`config.mk`:
```
export PLATFORM = sky130hd
export DESIGN_NAME = lsu_load
export DESIGN_NICKNAME = d
export VERILOG_FILES = /design/src/hdl/lsu_pkg.sv /design/src/hdl/lsu_load.sv
export SDC_FILE = /design/constraint.sdc
export NUM_CORES = 1
export LEC_CHECK = 0
export ABC_CLOCK_PERIOD_IN_PS = 7600
export BUFFER_PORTS_ARGS = -buffer_cell sky130_fd_sc_hd__clkbuf_2
export CORE_MARGIN = 3
export CORE_UTILIZATION = 54
export DETAILED_ROUTE_END_ITERATION = 12
export GPL_TIMING_DRIVEN = 0
export PLACE_DENSITY = 0.8
export SETUP_SLACK_MARGIN = 0.5
export SLEW_MARGIN = 10
export SYNTH_ARGS = -nofsm -noshare
export SYNTH_HDL_FRONTEND = slang
export SYNTH_SLANG_ARGS = --single-unit
```
`constraint.sdc`:
```
create_clock -name clk -period 7.6 [get_ports clk]
set_clock_uncertainty 0.15 [all_clocks]
set_input_delay 1.52 -clock clk [delete_from_list [all_inputs] [get_ports clk]]
set_output_delay 1.52 -clock clk [all_outputs]
set_load 0.03 [all_outputs]
```
`src/hdl/lsu_pkg.sv`:
```
`default_nettype none

package lsu_pkg;

  // data and address width
  localparam int XLEN = 32;

  // one strobe per byte lane
  localparam int STRB_W = XLEN / 8;

  // byte offset inside a word
  localparam int OFF_W = $clog2(STRB_W);

  // funct3 encodings of the load instructions
  typedef enum logic [2:0] {
    ld_b  = 3'd0,
    ld_h  = 3'd1,
    ld_w  = 3'd2,
    ld_bu = 3'd4,
    ld_hu = 3'd5
  } load_func_e;

  // funct3 encodings of the store instructions
  typedef enum logic [2:0] {
    st_b = 3'd0,
    st_h = 3'd1,
    st_w = 3'd2
  } store_func_e;

endpackage

`default_nettype wire

```
`src/hdl/lsu_load.sv`:
```
`default_nettype none

module lsu_load (
  input  logic                     clk,
  input  logic                     rstn,
  input  logic [lsu_pkg::XLEN-1:0] raddr,
  input  lsu_pkg::load_func_e      rfunc,
  input  logic                     rreq_valid,
  output logic                     rreq_ready,
  output logic [lsu_pkg::XLEN-1:0] rdata,
  output logic                     rres_valid,
  input  logic                     rres_ready,
  output logic [lsu_pkg::XLEN-1:0] araddr,
  output logic                     arvalid,
  input  logic                     arready,
  input  logic [lsu_pkg::XLEN-1:0] bus_rdata,
  input  logic                     rvalid,
  output logic                     rready
);
  import lsu_pkg::*;

  // request parked while the AR slot is busy
  logic [XLEN-1:0]  skid_addr;
  load_func_e       skid_func;

  // side queue, entry 0 follows AR, entry 1 follows the R beat
  logic [OFF_W-1:0] q_off  [2];
  load_func_e       q_func [2];

  logic [XLEN-1:0]  rdata_hold;
  logic [XLEN-1:0]  beat_shifted;
  logic [XLEN-1:0]  beat_word;

  logic             req_fire;
  logic             ar_fire;
  logic             r_fire;
  logic             ar_free;
  logic             res_free;

  assign req_fire = rreq_valid & rreq_ready;
  assign ar_fire  = arvalid & arready;
  assign r_fire   = rvalid & rready;
  assign ar_free  = ~arvalid | arready;
  assign res_free = ~rres_valid | rres_ready;

  // addressed byte down to lane 0
  assign beat_shifted = bus_rdata >> {q_off[1], 3'b000};

  always_comb begin
    case (q_func[1])
      ld_b:    beat_word = {{(XLEN-8){beat_shifted[7]}}, beat_shifted[7:0]};
      ld_bu:   beat_word = {{(XLEN-8){1'b0}}, beat_shifted[7:0]};
      ld_h:    beat_word = {{(XLEN-16){beat_shifted[15]}}, beat_shifted[15:0]};
      ld_hu:   beat_word = {{(XLEN-16){1'b0}}, beat_shifted[15:0]};
      default: beat_word = beat_shifted;
    endcase
  end

  always_ff @(posedge clk) begin
    if (rstn) begin
      rreq_ready <= 1'b1;
      arvalid    <= 1'b0;
      rready     <= 1'b1;
      rres_valid <= 1'b0;
    end else begin
      // address accepted, offset and function move on with it
      if (ar_fire) begin
        arvalid   <= 1'b0;
        q_off[1]  <= q_off[0];
        q_func[1] <= q_func[0];
      end

      if (req_fire) begin
        if (ar_free) begin
          arvalid   <= 1'b1;
          araddr    <= raddr;
          q_off[0]  <= raddr[OFF_W-1:0];
          q_func[0] <= rfunc;
        end else begin
          rreq_ready <= 1'b0;
          skid_addr  <= raddr;
          skid_func  <= rfunc;
        end
      end

      // skid drains once AR is free again
      if (!rreq_ready && ar_free) begin
        arvalid    <= 1'b1;
        araddr     <= skid_addr;
        q_off[0]   <= skid_addr[OFF_W-1:0];
        q_func[0]  <= skid_func;
        rreq_ready <= 1'b1;
      end

      if (rres_valid && rres_ready) begin
        rres_valid <= 1'b0;
      end

      if (r_fire) begin
        if (res_free) begin
          rres_valid <= 1'b1;
          rdata      <= beat_word;
        end else begin
          // output still taken, park the beat and stall R
          rdata_hold <= beat_word;
          rready     <= 1'b0;
        end
      end

      if (!rready && res_free) begin
        rres_valid <= 1'b1;
        rdata      <= rdata_hold;
        rready     <= 1'b1;
      end
    end
  end

endmodule

`default_nettype wire

```
-- Word-level counts from Yosys, hierarchy flattened
Memories as Yosys holds them, arrays and structs flattened.
Cells that the tools add are included.
W data, S select, Z words.
- register bits: 135
- bits in latches: 0
- bits in writable memories: 10
- ROM bits: 0
- input bits: 73
- output and inout port bits: 68
- logic and storage cells: 72
- memories: 2
- $add $sub $neg: 0
- $mul: 0
- divide/modulo/power cells: 0
- magnitude comparators: 0
- eq/ne operators: 3
- shifts and indexed selects: 1
- mux-type cells: 27
- bitwise operators: 12
- reductions and logical operators: 18
- memories (memory ; depth ; bits a word ; read ports ; clocked after memory_dff ; write ports ; line ; RTL):
    q_func ; 2 ; 3 ; 2 ; 0 ; 2 ; lsu_load.sv:28 ; load_func_e q_func [2];
    q_off ; 2 ; 2 ; 2 ; 0 ; 2 ; lsu_load.sv:27 ; logic [OFF_W-1:0] q_off [2];
- operators by type and width (kind ; count):
    $mux W32 ; 6
    $pmux W32 S4 ; 1
    $shr A32 B5 Y32 ; 1
    $mux W1 ; 18
    $reduce_and A3 Y1 ; 4
    $reduce_bool A2 Y1 ; 4
    $eq A3 B3 Y1 const B ; 2
    $not A1 Y1 ; 5
    $or A1 B1 Y1 ; 4
    $reduce_and A2 Y1 ; 2
    $reduce_or A2 Y1 ; 2
    $and A1 B1 Y1 ; 3
    $eq A3 B1 Y1 const B ; 1
    $logic_and A1 B1 Y1 ; 3
    $logic_not A3 Y1 ; 1
    $mux W3 ; 1
    $logic_not A1 Y1 ; 2
    $mux W2 ; 1

-- Logic depth before layout (Yosys ltp)
- word-level depth: 7
- gate-level depth with buffers: 7
- mapped depth without buffers: 4

-- Least setup slack after synthesis
Ideal clock, no wire load.
- path type: input to register
- from: in rstn
- to: reg skid_addr[0], enable pin
- library setup time: 471 ps
- arrival time: 4160 ps
- required time: 6979 ps
- path slack: 2819 ps
- stages on the path: 2
- path buffers: 1
- cells stage by stage: clkbuf_1 -> nor3_1
- longest elaborated chain between the ends: 2
- ends and longest elaborated chain (item ; line ; RTL):
    from (decl) ; lsu_load.sv:5 ; input logic rstn,
    $not A1 Y1 (no line) ; - ;
    $reduce_and A3 Y1 (no line) ; - ;
    to (signal assigned) ; lsu_load.sv:81 ; skid_addr <= raddr;
    to (decl) ; lsu_load.sv:23 ; logic [XLEN-1:0] skid_addr;
No other way between the ends.
A chain may end at the register's enable or synchronous reset.

-- Worst setup path after layout
- from: in rres_ready
- to: reg rdata[22] (netlist name) (data pin)
- longest elaborated chain between the ends: 3
- ends and longest elaborated chain (item ; line ; RTL):
    from (decl) ; lsu_load.sv:12 ; input logic rres_ready,
    $or A1 B1 Y1 ; lsu_load.sv:44 ; assign res_free = ~rres_valid | rres_ready;
    $logic_and A1 B1 Y1 ; lsu_load.sv:110 ; if (!rready && res_free) begin
    $mux W32 ; lsu_load.sv:110 ;
    to (signal assigned) ; lsu_load.sv:102 ; rdata <= beat_word;
    to (signal assigned) ; lsu_load.sv:112 ; rdata <= rdata_hold;
    to (decl) ; lsu_load.sv:10 ; output logic [lsu_pkg::XLEN-1:0] rdata,
No other way between the ends.

==> flow_summary.json <==
{
  "ys_seq_elements": 145,
  "setup_viol": 0,
  "drtAntennaViolNets": 0,
  "die_y_um": 111,
  "drt_iter0_markers": 298,
  "status": "complete, no violations",
  "ctsHoldBuffers": 0,
  "cts.htree.levels": 4,
  "yosys-top-cells-count": "edfxtp_1 (141), mux2_2 (59), nand2_1 (40)",
  "critPathMaxStageDelay_ns": 0.52,
  "syn_nets": 455,
  "critPathKind": "input port to flop",
  "via_count": 3938,
  "row_count": 37,
  "coreArea_sq_um": 10500,
  "seq_area_frac_synth_pct": 72.6,
  "multi_input_area_sq_um": 1550,
  "ctsRootBufferMaster": "clkbuf_8",
  "slew_headroom_pct": 46.1,
  "firstDrtPassIters": 5,
  "synth_area_sq_um": 5940,
  "max_freq_mhz": 327,
  "cap_violations": 0,
  "grt_max_degree": 17,
  "synth_cells": 382,
  "path_cells": "clkbuf_2 -> nand2b_1 -> nand2b_1 -> clkbuf_1 -> clkbuf_1 -> a31oi_1",
  "post_synth.cell_area_avg_sq_um": 15.6,
  "drive_gt1_share_pct": 45.8,
  "maxSlewViolCount": 0,
  "cts_sinks": 145,
  "rsz0062_at_grt": "false",
  "hp-class": "flop to flop",
  "cts_tree": "yes",
  "setup-tns-final_ns": 0,
  "final.period_utilization_pct": 40.2,
  "hold_violations": 0,
  "via_per_inst": 5.62,
  "cpMaxStageDelayCell": "clkbuf_1",
  "path_clk_slew_ns": 0.06,
  "seq_area_sq_um": 4310,
  "grt_use_total_pct": 22.5,
  "critPathLaunchType": "input port",
  "ios": 141,
  "synth_top_area_share_pct": 71.3,
  "synth-main-ff-cell": "edfxtp_1",
  "dpl_cell_area_sq_um": 6940,
  "tightest_slew_ns": 0.803,
  "grt_pass1_wl_um": 21400,
  "synth_warnings": 0,
  "area_growth_pct": 26.0,
  "cts_setup_buffers": 0,
  "fin_crit_ns": 3.06,
  "fillers": 693,
  "async_flop_share_pct": 0,
  "synth.distinct_cells": 27,
  "end_kind": "flop",
  "gr-total-overflow": 0,
  "yosysMostFrequentCell": "edfxtp_1",
  "place_inst": 669,
  "die-area_sq_um": 12300,
  "p_leak_uw": 0.00292,
  "synth_area_leader_cell": "edfxtp_1",
  "irDropWorstVdd_v": 0.000184,
  "die_w_um": 111,
  "routed_wl_um": 13300,
  "wire_per_inst_um": 19.0,
  "synth_edf_count": 141,
  "fin_cells": 701,
  "hpwlAfterDp_um": 9550,
  "nets": 625,
  "start_util_pct": 56.5,
  "drc": 0,
  "crit_fanout": 10,
  "portBuffers": 140,
  "first_global_vias": 4057,
  "final_cell_area_sq_um": 7490,
  "reg2reg_slack_ns": 5.36,
  "antenna_cells": 0,
  "post_cts_resized": 0,
  "critPathRequiredTime_ns": 7.69,
  "worstPathArrival_ns": 3.15,
  "ys_top_cells_by_area": "edfxtp_1 (71%), mux2_2 (11%), nand2_1 (2.5%)",
  "powerDensity_nw_per_um2": 244,
  "cts_made_buffers": 17,
  "max-clock-path-buffers": 2,
  "grt_antenna_before_repair": 0,
  "clk_latency_ns": 0.52,
  "gp_congestion": 0.899
}
state kept, by name (all words and copies together), names as in the netlist:
signal and count:
skid_func 3, rready 1, q_off 4, q_func 6, rdata 32, arvalid 1, rdata_hold 32, araddr 32
rres_valid 1, rreq_ready 1, skid_addr 32
critical path, delay by kind of cell:
kind / cells / cell delay [ns]
buffers and inverters: 3 / 1.12
AND/OR/NAND/NOR: 2 / 0.30
AO/OA/AOI/OAI: 1 / 0.20
path summary, 6_finish.rpt:
path	start	end	cells after the start
min	q_func[0][1]	q_func[1][1]	0
max reg2reg	rres_valid	rdata[22]	5
min reg2reg	q_func[0][1]	q_func[1][1]	0
max	rres_ready	rdata[22]	6
routing by layer:
metal	vias up	share of wire [%]	GRT usage [%]	wire, um
met1	1896	37	26.6	4870
met2	224	51	38.0	6860
met4	0	1.7	7.72	222
met5	-	0	0	0
met3	19	10	8.46	1370
li1	1799	-	-	-
layout by cell type (no fill, tap or decap), drive strengths merged:
master      n
clkinvlp    2
a21oi      24
or4b        1
nor2       20
nor3        6
nor2b      13
buf        16
inv         7
mux2i       8
clkbuf    174
nand3       1
bufinv      1
or2         7
o31ai       1
or3         1
and3b       1
o211ai      1
mux4        1
dfxtp       4
nand2b      4
clkinv      6
mux2       59
and2        1
a21boi      1
a311oi      1
a31oi      16
edfxtp    141
a211oi      7
nand2      40
where the power goes:
part           switching [uW]  internal, uW
clock network             325           438
registers                7.70           908
logic                    95.2          56.1
stage by stage:
step	setup WS [ns]	hold WS (ns)	power (uW)	utilization, %
after detailed placement	4.07	0.256	1080	66.1
final	4.54	0.269	1830	71.3
after CTS	4.59	0.271	1840	71.3
after global placement	1.53	0.251	1070	64.8
after floorplan	2.82	0.250	1020	-
after global routing	4.48	0.284	1890	71.3
cell type report:
| type | count | area share, % |
|---|---|---|
| Timing Repair Buffer | 151 | 10.8 |
| Sequential cell | 145 | 57.6 |
| Buffer | 21 | 1.22 |
| Inverter | 2 | 0.100 |
| Tap cell | 136 | 2.27 |
| Clock buffer | 18 | 5.58 |
| Clock inverter | 14 | 1.74 |
| Multi-Input combinational cell | 214 | 20.7 |
cell families (layout without fill, tap and decap cells):
group                  after synthesis  count (layout)  synth area share (%)
multiplexers                        68              68                  12.9
buffers and inverters               23             206                  1.66
AO/OA/AOI/OAI                       51              51                  5.39
flip-flops                         145             145                  72.6
AND/OR/NAND/NOR                     95              95                  7.43
(Power assumes the default switching activity.)
