### src/hdl/lsu_pkg.sv
`default_nettype none

package lsu_pkg;

  // data and address width
  localparam int XLEN = 32;

  // one strobe per byte lane
  localparam int STRB_W = XLEN / 8;

  // byte offset inside a word
  localparam int OFF_W = $clog2(STRB_W);

  // funct3 encodings of the load instructions
  typedef enum logic [2:0] {
    ld_b  = 3'd0,
    ld_h  = 3'd1,
    ld_w  = 3'd2,
    ld_bu = 3'd4,
    ld_hu = 3'd5
  } load_func_e;

  // funct3 encodings of the store instructions
  typedef enum logic [2:0] {
    st_b = 3'd0,
    st_h = 3'd1,
    st_w = 3'd2
  } store_func_e;

endpackage

`default_nettype wire

### src/hdl/lsu_store.sv
`default_nettype none

module lsu_store (
  input  logic                       clk,
  input  logic                       rstn,
  input  logic [lsu_pkg::XLEN-1:0]   waddr,
  input  logic [lsu_pkg::XLEN-1:0]   wdata,
  input  lsu_pkg::store_func_e       wfunc,
  input  logic                       wreq_valid,
  output logic                       wreq_ready,
  output logic                       wres_valid,
  input  logic                       wres_ready,
  output logic [lsu_pkg::XLEN-1:0]   awaddr,
  output logic                       awvalid,
  input  logic                       awready,
  output logic [lsu_pkg::XLEN-1:0]   wdata_bus,
  output logic [lsu_pkg::STRB_W-1:0] wstrb,
  output logic                       wvalid,
  input  logic                       wready,
  input  logic                       bvalid,
  output logic                       bready
);
  import lsu_pkg::*;

  logic [STRB_W-1:0] strb_base;
  logic [STRB_W-1:0] strb_lane;
  logic [XLEN-1:0]   data_lane;

  // one skid per channel, AW and W drain on their own
  logic              aw_pend;
  logic [XLEN-1:0]   aw_skid_addr;
  logic              w_pend;
  logic [XLEN-1:0]   w_skid_data;
  logic [STRB_W-1:0] w_skid_strb;

  logic              req_fire;
  logic              aw_free;
  logic              w_free;
  logic              b_fire;
  logic              wres_free;

  assign req_fire  = wreq_valid & wreq_ready;
  assign aw_free   = ~awvalid | awready;
  assign w_free    = ~wvalid | wready;
  assign b_fire    = bvalid & bready;
  assign wres_free = ~wres_valid | wres_ready;

  // no new request while either skid holds something
  assign wreq_ready = ~aw_pend & ~w_pend;

  always_comb begin
    case (wfunc)
      st_b:    strb_base = {{(STRB_W-1){1'b0}}, 1'b1};
      st_h:    strb_base = {{(STRB_W-2){1'b0}}, 2'b11};
      default: strb_base = {STRB_W{1'b1}};
    endcase
  end

  // lanes past the top of the word fall off
  assign strb_lane = strb_base << waddr[OFF_W-1:0];
  assign data_lane = wdata << {waddr[OFF_W-1:0], 3'b000};

  always_ff @(posedge clk) begin
    if (rstn) begin
      awvalid    <= 1'b0;
      wvalid     <= 1'b0;
      aw_pend    <= 1'b0;
      w_pend     <= 1'b0;
      bready     <= 1'b1;
      wres_valid <= 1'b0;
    end else begin
      if (awvalid && awready) begin
        awvalid <= 1'b0;
      end
      if (wvalid && wready) begin
        wvalid <= 1'b0;
      end

      if (aw_pend && aw_free) begin
        awvalid <= 1'b1;
        awaddr  <= aw_skid_addr;
        aw_pend <= 1'b0;
      end
      if (w_pend && w_free) begin
        wvalid    <= 1'b1;
        wdata_bus <= w_skid_data;
        wstrb     <= w_skid_strb;
        w_pend    <= 1'b0;
      end

      if (req_fire) begin
        if (aw_free) begin
          awvalid <= 1'b1;
          awaddr  <= waddr;
        end else begin
          aw_pend      <= 1'b1;
          aw_skid_addr <= waddr;
        end
        if (w_free) begin
          wvalid    <= 1'b1;
          wdata_bus <= data_lane;
          wstrb     <= strb_lane;
        end else begin
          w_pend      <= 1'b1;
          w_skid_data <= data_lane;
          w_skid_strb <= strb_lane;
        end
      end

      // write responses
      if (wres_valid && wres_ready) begin
        wres_valid <= 1'b0;
      end
      if (b_fire) begin
        if (wres_free) begin
          wres_valid <= 1'b1;
        end else begin
          bready <= 1'b0;
        end
      end
      if (!bready && wres_free) begin
        wres_valid <= 1'b1;
        bready     <= 1'b1;
      end
    end
  end

endmodule

`default_nettype wire

### config.mk
export PLATFORM = sky130hd
export DESIGN_NAME = lsu_store
export DESIGN_NICKNAME = d
export VERILOG_FILES = /design/src/hdl/lsu_pkg.sv /design/src/hdl/lsu_store.sv
export SDC_FILE = /design/constraint.sdc
export NUM_CORES = 1
export LEC_CHECK = 0
export CORE_ASPECT_RATIO = 2
export CORE_MARGIN = 3
export CORE_UTILIZATION = 40
export CTS_CLUSTER_SIZE = 20
export DETAILED_ROUTE_END_ITERATION = 8
export DONT_BUFFER_PORTS = 1
export SLEW_MARGIN = 20
export SYNTH_ARGS = -nofsm -noshare
export SYNTH_HDL_FRONTEND = slang
export SYNTH_SLANG_ARGS = --single-unit
### constraint.sdc
create_clock -name clk -period 5.2 [get_ports clk]
set_clock_uncertainty 0.05 [all_clocks]
set_input_delay 0.52 -clock clk [delete_from_list [all_inputs] [get_ports clk]]
set_output_delay 0.52 -clock clk [all_outputs]
set_load 0.01 [all_outputs]
* Word level (Yosys, flattened, before mapping) *
Index checks and enable logic that the tools add are counted.

operators by class
  eq/ne operators = 1
  shift-type cells = 2
  muxes and demuxes = 28
  bitwise logic cells = 15
  reduce and logical (&&, ||, !) cells = 12

operators with widths
  kind                count
  $mux 32             6
  $shl 32x5->32       1
  $mux 1              18
  $mux 4              3
  $not 1->1           9
  $pmux 4 s2          1
  $logic_and 1x1->1   6
  $reduce_and 3->1    2
  $shl 4x2->4         1
  $and 1x1->1         3
  $eq 3x1->1 const B  1
  $logic_not 3->1     1
  $or 1x1->1          3
  $reduce_and 2->1    1
  $reduce_or 2->1     1
  $logic_not 1->1     1

storage, ports and cells
  flip-flop bits (word level) = 142
  bits of input ports = 74
  output and inout bits = 73
  logic and storage cells = 70

* Depth between registers and ports, before layout *
Gate-level depths: netlist (run 1).

  depth after elaboration = 6
  depth in mapped cells = 7
  gate-level depth less buffers = 3

* Worst setup path after synthesis (run 1) *
No wires, ideal clock.

  kind = input-to-reg
  start = input port wreq_valid
  end = register w_skid_data[0] (enable)
  setup time = 474 ps
  data arrival time = 3,814 ps
  data required time = 4,676 ps
  setup slack = 861 ps
  stages = 5
  buffers on the path = 3
  cells stage by stage = or3b_1 -> buf_2 -> buf_6 -> buf_2 -> nor3_1

between the ends
  cells in the longest elaborated chain, start to end = 2

RTL lines
  item                        RTL line          text
  from (decl)                 lsu_store.sv:9    input logic wreq_valid,
  $and 1x1->1                 lsu_store.sv:42   assign req_fire = wreq_valid & wreq_ready;
  $reduce_and 3->1 (no line)  n/a
  to (signal assigned)        lsu_store.sv:105  w_skid_data <= data_lane;
  to (decl)                   lsu_store.sv:33   logic [XLEN-1:0] w_skid_data;

Every way passes these cells.
A chain may end at the register's enable or synchronous reset.

* Worst setup path in the final report (run 1) *
  start = register w_pend
  end = register awaddr[30] (netlist bit), data pin

between the ends
  cells in the longest elaborated chain, start to end = 4

RTL lines
  item                    RTL line          text
  from (decl)             lsu_store.sv:32   logic w_pend;
  from (signal assigned)  lsu_store.sv:68   w_pend <= 1'b0;
  from (signal assigned)  lsu_store.sv:88   w_pend <= 1'b0;
  from (signal assigned)  lsu_store.sv:104  w_pend <= 1'b1;
  $not 1->1               lsu_store.sv:49   assign wreq_ready = ~aw_pend & ~w_pend;
  $and 1x1->1             lsu_store.sv:49
  $and 1x1->1             lsu_store.sv:42
  $mux 32                 lsu_store.sv:91   if (req_fire) begin
  to (signal assigned)    lsu_store.sv:81   awaddr <= aw_skid_addr;
  to (signal assigned)    lsu_store.sv:94   awaddr <= waddr;
  to (decl)               lsu_store.sv:13   output logic [lsu_pkg::XLEN-1:0] awaddr,

Every way passes these cells.

==> results.json, run 1 <==
{
  "min_path_cells": 1,
  "dieArea_um2": 17700,
  "worst_slack_ns": 2.85,
  "numPlacedInstances": 629,
  "worstSetupPathType": "register to register",
  "dp_hpwl_um": 11500,
  "io_buffers": 0,
  "maxSlewViolCount": 0,
  "path_clk_slew_ns": 0.06,
  "clockBufferDepth": 2,
  "ys_seq_area_share_pct": 65.6,
  "drtIter0Drc": 204,
  "h-tree-depth": 4,
  "cp_max_fo": 50,
  "diodes": 0,
  "detail-route-antenna-nets": 0,
  "grt_pass1_vias": 4242,
  "cts_setup_buffers": 0,
  "synth_area_um2": 6410,
  "grt_first_pass_wirelength_um": 25200,
  "clock-root-buffer": "clkbuf_16",
  "cts_tree": "yes",
  "avgSynthCellArea_um2": 13.7,
  "rr_worst_depth": 5,
  "hold_start": "rstn",
  "drt-total-wl_um": 16600,
  "post_cts_resized": 0,
  "regArea_um2": 4200,
  "insertion_delay_ns": 0.42,
  "finalCriticalPeriod_ns": 2.35,
  "placementRows": 64,
  "final_cell_count_no_fill": 661,
  "drive_gt1_share_pct": 11.7,
  "core_um2": 15500,
  "setup_viol": 0,
  "cts_sinks": 142,
  "crit_path_end_kind": "register",
  "place_congestion": 0.762,
  "cp.arrival_ns": 2.46,
  "pre_cts_slack_ns": 2.51,
  "yosysWarnings": 0,
  "r2r_slack_ns": 2.85,
  "wl_met1_um": 5860,
  "slew_headroom_pct": 28.6,
  "cp_slowest_cell": "or3b_4",
  "nNetsFinal": 524,
  "dieWidth_um": 95.5,
  "worstPathCellList": "buf_4, or3b_4, a21boi_2, buf_4, o2bb2a_1",
  "grt.overflow.total": 0,
  "r2r-start": "w_pend",
  "grt_setup_unrepaired": "no",
  "start_util_pct": 41.2,
  "drt_first_pass_iters": 4,
  "io_pins": 147,
  "routed_via_density": 6.23,
  "critPathLaunchType": "register",
  "grt_max_degree": 53,
  "ir_drop_mv": 0.261,
  "fin_crit_sh_pct": 45.2,
  "placed_area_um2": 6530,
  "timing.final.hold_violations": 0,
  "synthCells": 466,
  "min_to": "wres_valid",
  "status": "finished, final reports clean",
  "tns_ns": 0,
  "wl_met2_um": 9180,
  "vias": 4120,
  "avgRoutedWirePerCell_um": 25.2,
  "synth_fp_nets": 540,
  "power_uw": 2900,
  "timing.critical_path.mode_cell": "buf_4",
  "required_ns": 5.31,
  "fin_area_um2": 7150,
  "fill_cells": 1413,
  "powerDensity_nw_per_um2": 406,
  "maxUsedRoutingLayer": "met4",
  "multiInputGateArea_um2": 1940,
  "cts_buffers": 17,
  "synth.distinct_cells": 41,
  "p_leak_uw": 0.00242,
  "cp_slowest_stage_delay_ns": 0.65,
  "worst_pin_slew_ns": 1.07,
  "met3_length_um": 1260,
  "hp-class": "input port to register",
  "grt_usage_pct": 19.3,
  "die_y_um": 185,
  "drv_cap": 0,
  "timing.fmax_ghz": 0.426,
  "timing.rr.end": "awaddr[30]",
  "ys_ff_latch": 142,
  "grt_antenna_before_repair": 0,
  "drc": 0,
  "syn_to_final_growth_pct": 11.6,
  "cts_hold_buffers": 0
}
-- layout by cell type, fill, tap and decap left out, types with 2 or more instances in the layout --
cell type,instances
clkinvlp_4,5
nand3_1,13
a221oi_1,6
dfxtp_1,6
a31oi_1,11
o31a_1,9
nor3_1,18
o211ai_1,8
mux4_2,5
a2bb2oi_1,39
edfxtp_1,136
o221a_2,4
nor3_2,2
o22ai_1,32
inv_6,2
bufinv_16,4
clkinv_1,2
a221o_1,4
a21boi_0,9
inv_1,18
nor2_1,14
buf_4,9
or3_1,5
nand2b_1,3
mux2i_1,22
o221ai_1,2
and3_1,13
o21ai_0,12
nand2_1,3
nor2b_1,3
a21oi_1,4
nor3b_1,9
clkbuf_16,17
-- layout make-up --
type | count | share of cell area [%]
timing repair buffer | 9 | 0.945
inverter | 19 | 0.998
clock buffer | 18 | 6.00
tap | 198 | 3.47
multi-input combinational | 261 | 27.1
sequential | 142 | 58.8
clock inverter | 14 | 2.68
-- synth_stat cells --
library cell / number / share of area, %
nor2_1: 14 / 0.82
o21ai_1: 1 / 0.078
and3_1: 13 / 1.3
clkbuf_1: 26 / 1.5
nor3_1: 20 / 1.6
o22ai_1: 32 / 3.1
a2bb2oi_1: 39 / 5.3
or3_1: 5 / 0.49
o221ai_1: 2 / 0.27
a21boi_0: 9 / 1.1
a21oi_1: 4 / 0.31
a31oi_1: 11 / 1.1
or3b_1: 1 / 0.14
nor2_4: 1 / 0.18
a221oi_1: 6 / 0.82
nand3_1: 13 / 1.0
nand4_1: 1 / 0.098
o21a_1: 1 / 0.12
o221a_2: 4 / 0.70
inv_1: 19 / 1.1
nor4_1: 1 / 0.098
edfxtp_1: 136 / 64
nand2_1: 3 / 0.18
buf_6: 2 / 0.35
buf_4: 4 / 0.47
nor3b_1: 9 / 1.1
dfxtp_1: 6 / 1.9
buf_1: 2 / 0.12
o31a_1: 9 / 1.2
buf_2: 10 / 0.78
nand2b_1: 3 / 0.29
o21ai_0: 12 / 0.94
a221o_1: 4 / 0.63
nor2b_1: 4 / 0.39
a2111oi_0: 1 / 0.14
o211a_1: 1 / 0.16
o2bb2a_1: 1 / 0.16
mux2i_1: 22 / 3.4
a21boi_2: 1 / 0.18
o211ai_1: 8 / 0.94
mux4_2: 5 / 1.8
-- how the worst max path moves through the flow --
stage	start	endpoint	slack (ns)	cells after the start
after global placement	w_pend	w_skid_data[20]	2.55	4
after detailed placement	w_pend	awaddr[30]	2.51	5
after floorplan	wreq_valid	w_skid_data[0]	0.86	5
after CTS	w_pend	w_skid_data[4]	2.49	4
final	w_pend	awaddr[30]	2.85	5
after global routing	w_pend	awaddr[30]	2.67	5
-- sequential cells by signal (all words and copies together) (netlist names) --
register,cells
awaddr,32
awvalid,1
wdata_bus,32
wvalid,1
bready,1
w_pend,1
wstrb,4
aw_pend,1
wres_valid,1
w_skid_data,32
w_skid_strb,4
aw_skid_addr,32
-- worst max-delay path: cells and delay by family (launching register included) --
family	cells	cell delay, ns
buffers and inverters	2	0.64
AO/OA/AOI/OAI	2	0.44
flip-flops	1	0.31
AND/OR/NAND/NOR	1	0.65
-- through the flow --
| stage | hold slack (ns) | utilization, % |
|---|---|---|
| finish | 0.122 | 46.0 |
| global route | 0.104 | 46.0 |
| CTS | 0.102 | 46.0 |
| detailed placement | 0.483 | 42.0 |
| global placement | 0.471 | 42.0 |
| floorplan | 0.457 | - |
-- power by group --
part	total, uW	switching (uW)	internal [uW]
clock network	1280	473	803
logic	221	120	101
registers	1410	69.9	1340
total	2900	663	2240
-- routing by layer --
| layer | vias to the layer above | global-route usage [%] |
|---|---|---|
| met5 | - | 0 |
| met4 | 0 | 6.90 |
| met3 | 16 | 4.96 |
| met2 | 181 | 35.0 |
| met1 | 2076 | 21.4 |
| li1 | 1847 | - |
-- cells by family (layout without fill, tap and decap cells) --
family / count (synthesis) / after routing / synth area share (%)
flops: 142 / 142 / 65.6
simple gates: 88 / 88 / 7.58
compound gates: 146 / 146 / 17.2
mux: 27 / 27 / 5.20
buf+inv: 63 / 60 / 4.36
No activity file was read; power rests on OpenSTA's default activity.
==> run 2: changes to the inputs <==
Settings changed: ABC_AREA set to 1.
Clock period 5.2 ns to 1.9 ns, I/O delays scaled along.
==> run 2 against run 1 <==
Effect of this change:
- clock power rose to 2.5 times the previous value
- first-iteration DRC count rose by 14%
- setup slack got worse by 2.7 ns
- synthesized cell count rose by 83%
- combinational power rose to 3.8 times the previous value
- die area rose by 14%
- cell count rose by 70%
- worst hold slack got worse by 0.10 ns
- highest routed layer unchanged
- critical path depth rose by 1
==> results.json, run 2 <==
{
  "ir_drop_mv": 0.576,
  "ys_top_cells_by_area": "edfxtp_1, nand2_1, nand3_1",
  "layout_commonest_cell": "nand2_1",
  "die_y_um": 198,
  "clkPwrFrac_pct": 40.8,
  "cp_max_fo": 25,
  "yosysMostFrequentCell": "nand2_1",
  "pre_cts_slack_ns": 0.220,
  "final_cell_count_no_fill": 1124,
  "status": "finished, final reports clean",
  "drtIter0Drc": 233,
  "io_pins": 147,
  "synth_top_area_share_pct": 55.6,
  "worst_pin_slew_ns": 0.830,
  "cts_setup_buffers": 0,
  "syn_to_final_growth_pct": 18.4,
  "hp-class": "input port to register",
  "insertion_delay_ns": 0.42,
  "worstSetupPathType": "register to register",
  "p_sw_uw": 2040,
  "synth_commonest_cells": "nand2_1, nand3_1, edfxtp_1, inv_1, nor2_1",
  "min_path_cells": 2,
  "grt_usage_pct": 20.3,
  "synth_area_um2": 7350,
  "required_ns": 2.13,
  "drive_gt1_share_pct": 7.79,
  "powerDensity_nw_per_um2": 915,
  "clock-root-buffer": "clkbuf_16",
  "rr_worst_depth": 6,
  "synthCells": 851,
  "power_frac_comb_pct": 10.5,
  "worst_slack_ns": 0.194,
  "setup_viol": 0,
  "mostFrequentLayoutCells": "nand2_1, nand3_1, edfxtp_1, inv_1, dlygate4sd3_1",
  "grt_pass1_vias": 5653,
  "drt_first_pass_iters": 5,
  "seqPwrFrac_pct": 48.7,
  "timing.final.hold_violations": 0,
  "power_uw": 7970,
  "cts_sinks": 142,
  "ys_ff_latch": 142,
  "numPlacedInstances": 1045,
  "io_buffers": 0,
  "synth_fp_nets": 925,
  "fin_crit_sh_pct": 89.8,
  "timing.fmax_ghz": 0.586,
  "yosysWarnings": 0,
  "p_leak_uw": 0.00386,
  "grt_max_degree": 44,
  "grt.overflow.total": 0,
  "maxSlewViolCount": 0,
  "grt_first_pass_wirelength_um": 30800,
  "placementRows": 69,
  "dieWidth_um": 102,
  "core_um2": 17900,
  "clockBufferDepth": 2,
  "synth_edf_count": 136,
  "nNetsFinal": 972,
  "h-tree-depth": 4,
  "crit_path_end_kind": "register",
  "place_congestion": 0.859,
  "vias": 5695,
  "start_util_pct": 41.1,
  "p_int_uw": 5920,
  "cp.arrival_ns": 1.94,
  "tns_ns": 0,
  "detail-route-antenna-nets": 0,
  "swShare_pct": 25.7,
  "finalCriticalPeriod_ns": 1.71,
  "drt-total-wl_um": 19900,
  "diodes": 0,
  "drv_cap": 0,
  "critPathLaunchType": "register",
  "synth_top_flop_cell": "edfxtp_1",
  "path_clk_slew_ns": 0.06,
  "grt_setup_unrepaired": "no",
  "synth_top_cell_by_area": "edfxtp_1",
  "ys_seq_area_share_pct": 57.2,
  "cts_tree": "yes",
  "avgRoutedWirePerCell_um": 17.7,
  "grt_antenna_before_repair": 0,
  "synth.distinct_cells": 26,
  "slew_headroom_pct": 44.5,
  "drc": 0,
  "cts_buffers": 17,
  "avgSynthCellArea_um2": 8.64,
  "routed_via_density": 5.07,
  "dieArea_um2": 20100,
  "ys_async_sr_fraction_pct": 0,
  "dp_hpwl_um": 13800
}
==> run 2: worst max-delay path: stages (launching register included) <==
cell	delay [ns]
dfxtp_1	0.38
nor2_8	0.18
nand2_8	0.17
nor2_4	0.23
buf_4	0.34
nand2_1	0.11
nand3_1	0.10
==> run 2: final timing paths <==
check	start	endpoint	slack (ns)
setup / recovery	w_pend	awaddr[8]	0.19
hold / removal	wdata[4]	w_skid_data[20]	0.02
setup reg to reg	w_pend	awaddr[8]	0.19
hold reg to reg	wres_valid	bready	0.43
==> run 2: kinds of logic (layout without fill, tap and decap cells) <==
logic type,Yosys count,after routing,share of synthesized area [%]
simple gates,496,496,30.0
buf+inv,180,240,10.5
flops,142,142,57.2
compound gates,33,33,2.30
==> run 2: what timing repair did <==
action,4_1_cts,5_1_grt
gates resized for setup,0,0
hold endpoints to repair,93,2
hold buffers,45,2
==> run 2: area by class of cell <==
class                           count  area (um^2)
Multi-Input combinational cell    529         2390
Sequential cell                   142         4210
Clock inverter                     13          143
Tap cell                          213          267
Fill cell                        1730         9170
Clock buffer                       19          433
Timing Repair Buffer               73          753
Inverter                          135          510
==> run 2: per-layer routing <==
metal,up-vias,wire length (um),track usage (%)
met4,0,551,7.83
met5,-,0,0
met1,2630,7130,22.5
met2,191,10900,36.6
li1,2843,-,-
met3,31,1260,5.01
==> run 2: power by group through the flow <==
stage	clock (uW)	combinational [uW]	sequential, uW
after floorplan	0	580	3880
after global placement	0	724	3950
after detailed placement	0	738	3950
after CTS	3340	843	3890
after global routing	3460	951	3900
final	3250	836	3880
==> run 2: stage by stage <==
stage	hold slack, ns	utilization [%]	area (um^2)
6_report	0.0182	48.7	8700
5_1_grt	0.0190	48.7	8700
4_1_cts	0.00111	48.6	8680
3_5_place_dp	0.214	42.8	7660
3_3_place_gp	0.212	42.8	7660
2_1_floorplan	0.209	-	7370
==> run 3: changes to the inputs <==
Settings changed: REMOVE_ABC_BUFFERS set to 1.
==> run 3 against run 2 <==
Effect of this change:
- register-to-register slack worse by 0.08 ns
- non-clock buffer count fell by 7
- sequential power is essentially flat
- die area is the same
- via count increased by 0.67%
- first-iteration DRC count is 5.2% higher
- critical endpoint is now awaddr[16]
==> results.json, run 3 (synthesized netlist as in run 2, its figures left out) <==
{
  "maxSlewViolCount": 0,
  "grt_first_pass_wirelength_um": 31000,
  "drtIter0Drc": 245,
  "required_ns": 2.13,
  "worst_slack_ns": 0.115,
  "io_pins": 147,
  "grt_usage_pct": 20.1,
  "timing.final.hold_violations": 0,
  "grt.overflow.total": 0,
  "post_cts_resized": 0,
  "core_um2": 17900,
  "cp_slowest_cell": "nor2_2",
  "routed_via_density": 5.13,
  "worstPathCellList": "nor2_8, nand2_8, nor2_2, nand2_1, nand3_1",
  "grt_max_degree": 43,
  "finalCriticalPeriod_ns": 1.78,
  "grt_pass1_vias": 5772,
  "cts_buffers": 17,
  "placementRows": 69,
  "grt_antenna_before_repair": 0,
  "numPlacedInstances": 1039,
  "slew_headroom_pct": 34.2,
  "h-tree-depth": 4,
  "layout_commonest_cell": "nand2_1",
  "cp.arrival_ns": 2.02,
  "clockBufferDepth": 2,
  "cp.buffers_inverters": 0,
  "worstSetupPathType": "register to register",
  "vias": 5733,
  "hold_ws_ns": 0.0164,
  "drc": 0,
  "place_congestion": 0.781,
  "dieArea_um2": 20100,
  "crit_path_end_kind": "register",
  "clock-root-buffer": "clkbuf_16",
  "p_leak_uw": 0.00387,
  "min_path_cells": 4,
  "mostFrequentLayoutCells": "nand2_1, nand3_1, edfxtp_1, inv_1, dlygate4sd3_1",
  "detail-route-antenna-nets": 0,
  "powerDensity_nw_per_um2": 961,
  "die_y_um": 198,
  "drt_first_pass_iters": 4,
  "drive_gt1_share_pct": 7.40,
  "start_util_pct": 41.1,
  "grt_setup_unrepaired": "no",
  "drv_cap": 0,
  "insertion_delay_ns": 0.42,
  "critPathLaunchType": "register",
  "dp_hpwl_um": 12700,
  "cp_slowest_stage_delay_ns": 0.67,
  "worst_pin_slew_ns": 0.984,
  "pre_cts_slack_ns": 0.104,
  "timing.fmax_ghz": 0.560,
  "io_buffers": 0,
  "cts_sinks": 142,
  "drt-total-wl_um": 19800,
  "setup_viol": 0,
  "cts_tree": "yes",
  "rr_worst_depth": 5,
  "fin_crit_sh_pct": 93.9,
  "cp_max_fo": 15,
  "syn_to_final_growth_pct": 18.6,
  "diodes": 0,
  "path_delay_family": "simple AND/OR/NAND/NOR gates",
  "status": "finished, final reports clean",
  "ir_drop_mv": 0.510,
  "final_cell_count_no_fill": 1118,
  "avgRoutedWirePerCell_um": 17.7,
  "hp-class": "input port to register",
  "cp.depth": 5,
  "nNetsFinal": 966,
  "fill_cells": 1718,
  "path_clk_slew_ns": 0.06,
  "dieWidth_um": 102
}
==> run 3: worst paths after layout <==
path | from | slack, ns | to
worst max-delay path | w_pend | 0.12 | awaddr[16]
worst min-delay path | wfunc[0] | 0.02 | w_skid_strb[3]
worst max register to register | w_pend | 0.12 | awaddr[16]
worst min register to register | w_skid_data[27] | 0.49 | wdata_bus[27]
==> run 3: layer usage <==
metal	global-route usage, %	share of wire, %	up-vias
met2	36.6	55	167
met4	7.15	1.9	0
met1	22.7	37	2714
met3	4.51	5.7	17
li1	-	-	2835
met5	0	0	-
==> run 3: cell type report <==
| class | count | area, um^2 | area share, % |
|---|---|---|---|
| Clock buffer | 18 | 429 | 4.92 |
| Clock inverter | 14 | 215 | 2.47 |
| Inverter | 135 | 508 | 5.83 |
| Multi-Input combinational cell | 530 | 2400 | 27.5 |
| Sequential cell | 142 | 4210 | 48.2 |
| Tap cell | 213 | 267 | 3.06 |
| Timing Repair Buffer | 66 | 698 | 8.01 |
==> run 3: repair_timing <==
action                                 CTS  global route
endpoints found under the hold margin   99             0
hold buffers                            46             0
setup endpoints to repair                0            14
setup buffers                            0             0
==> run 3: worst reg2reg max path, cell delays in order (launching register included) <==
cell and delay (ns):
dfxtp_1 0.36, nor2_8 0.20, nand2_8 0.13, nor2_2 0.67, nand2_1 0.13, nand3_1 0.12
==> run 3: through the flow <==
| step | TNS [ns] | util, % | total power (uW) | instance area, um^2 |
|---|---|---|---|---|
| after floorplan | -137.59 | - | 4390 | 7090 |
| after global placement | 0 | 42.6 | 4660 | 7610 |
| after detailed placement | 0 | 42.6 | 4680 | 7610 |
| after CTS | 0 | 48.8 | 8470 | 8710 |
| after global routing | 0 | 48.8 | 8710 | 8720 |
| final | 0 | 48.8 | 8380 | 8720 |
==> run 3: power breakdown <==
| group | total (uW) | leakage [uW] | switching (uW) | internal, uW |
|---|---|---|---|---|
| clock | 3670 | 0.000311 | 1340 | 2340 |
| combinational | 826 | 0.00221 | 505 | 321 |
| sequential | 3880 | 0.00135 | 215 | 3660 |
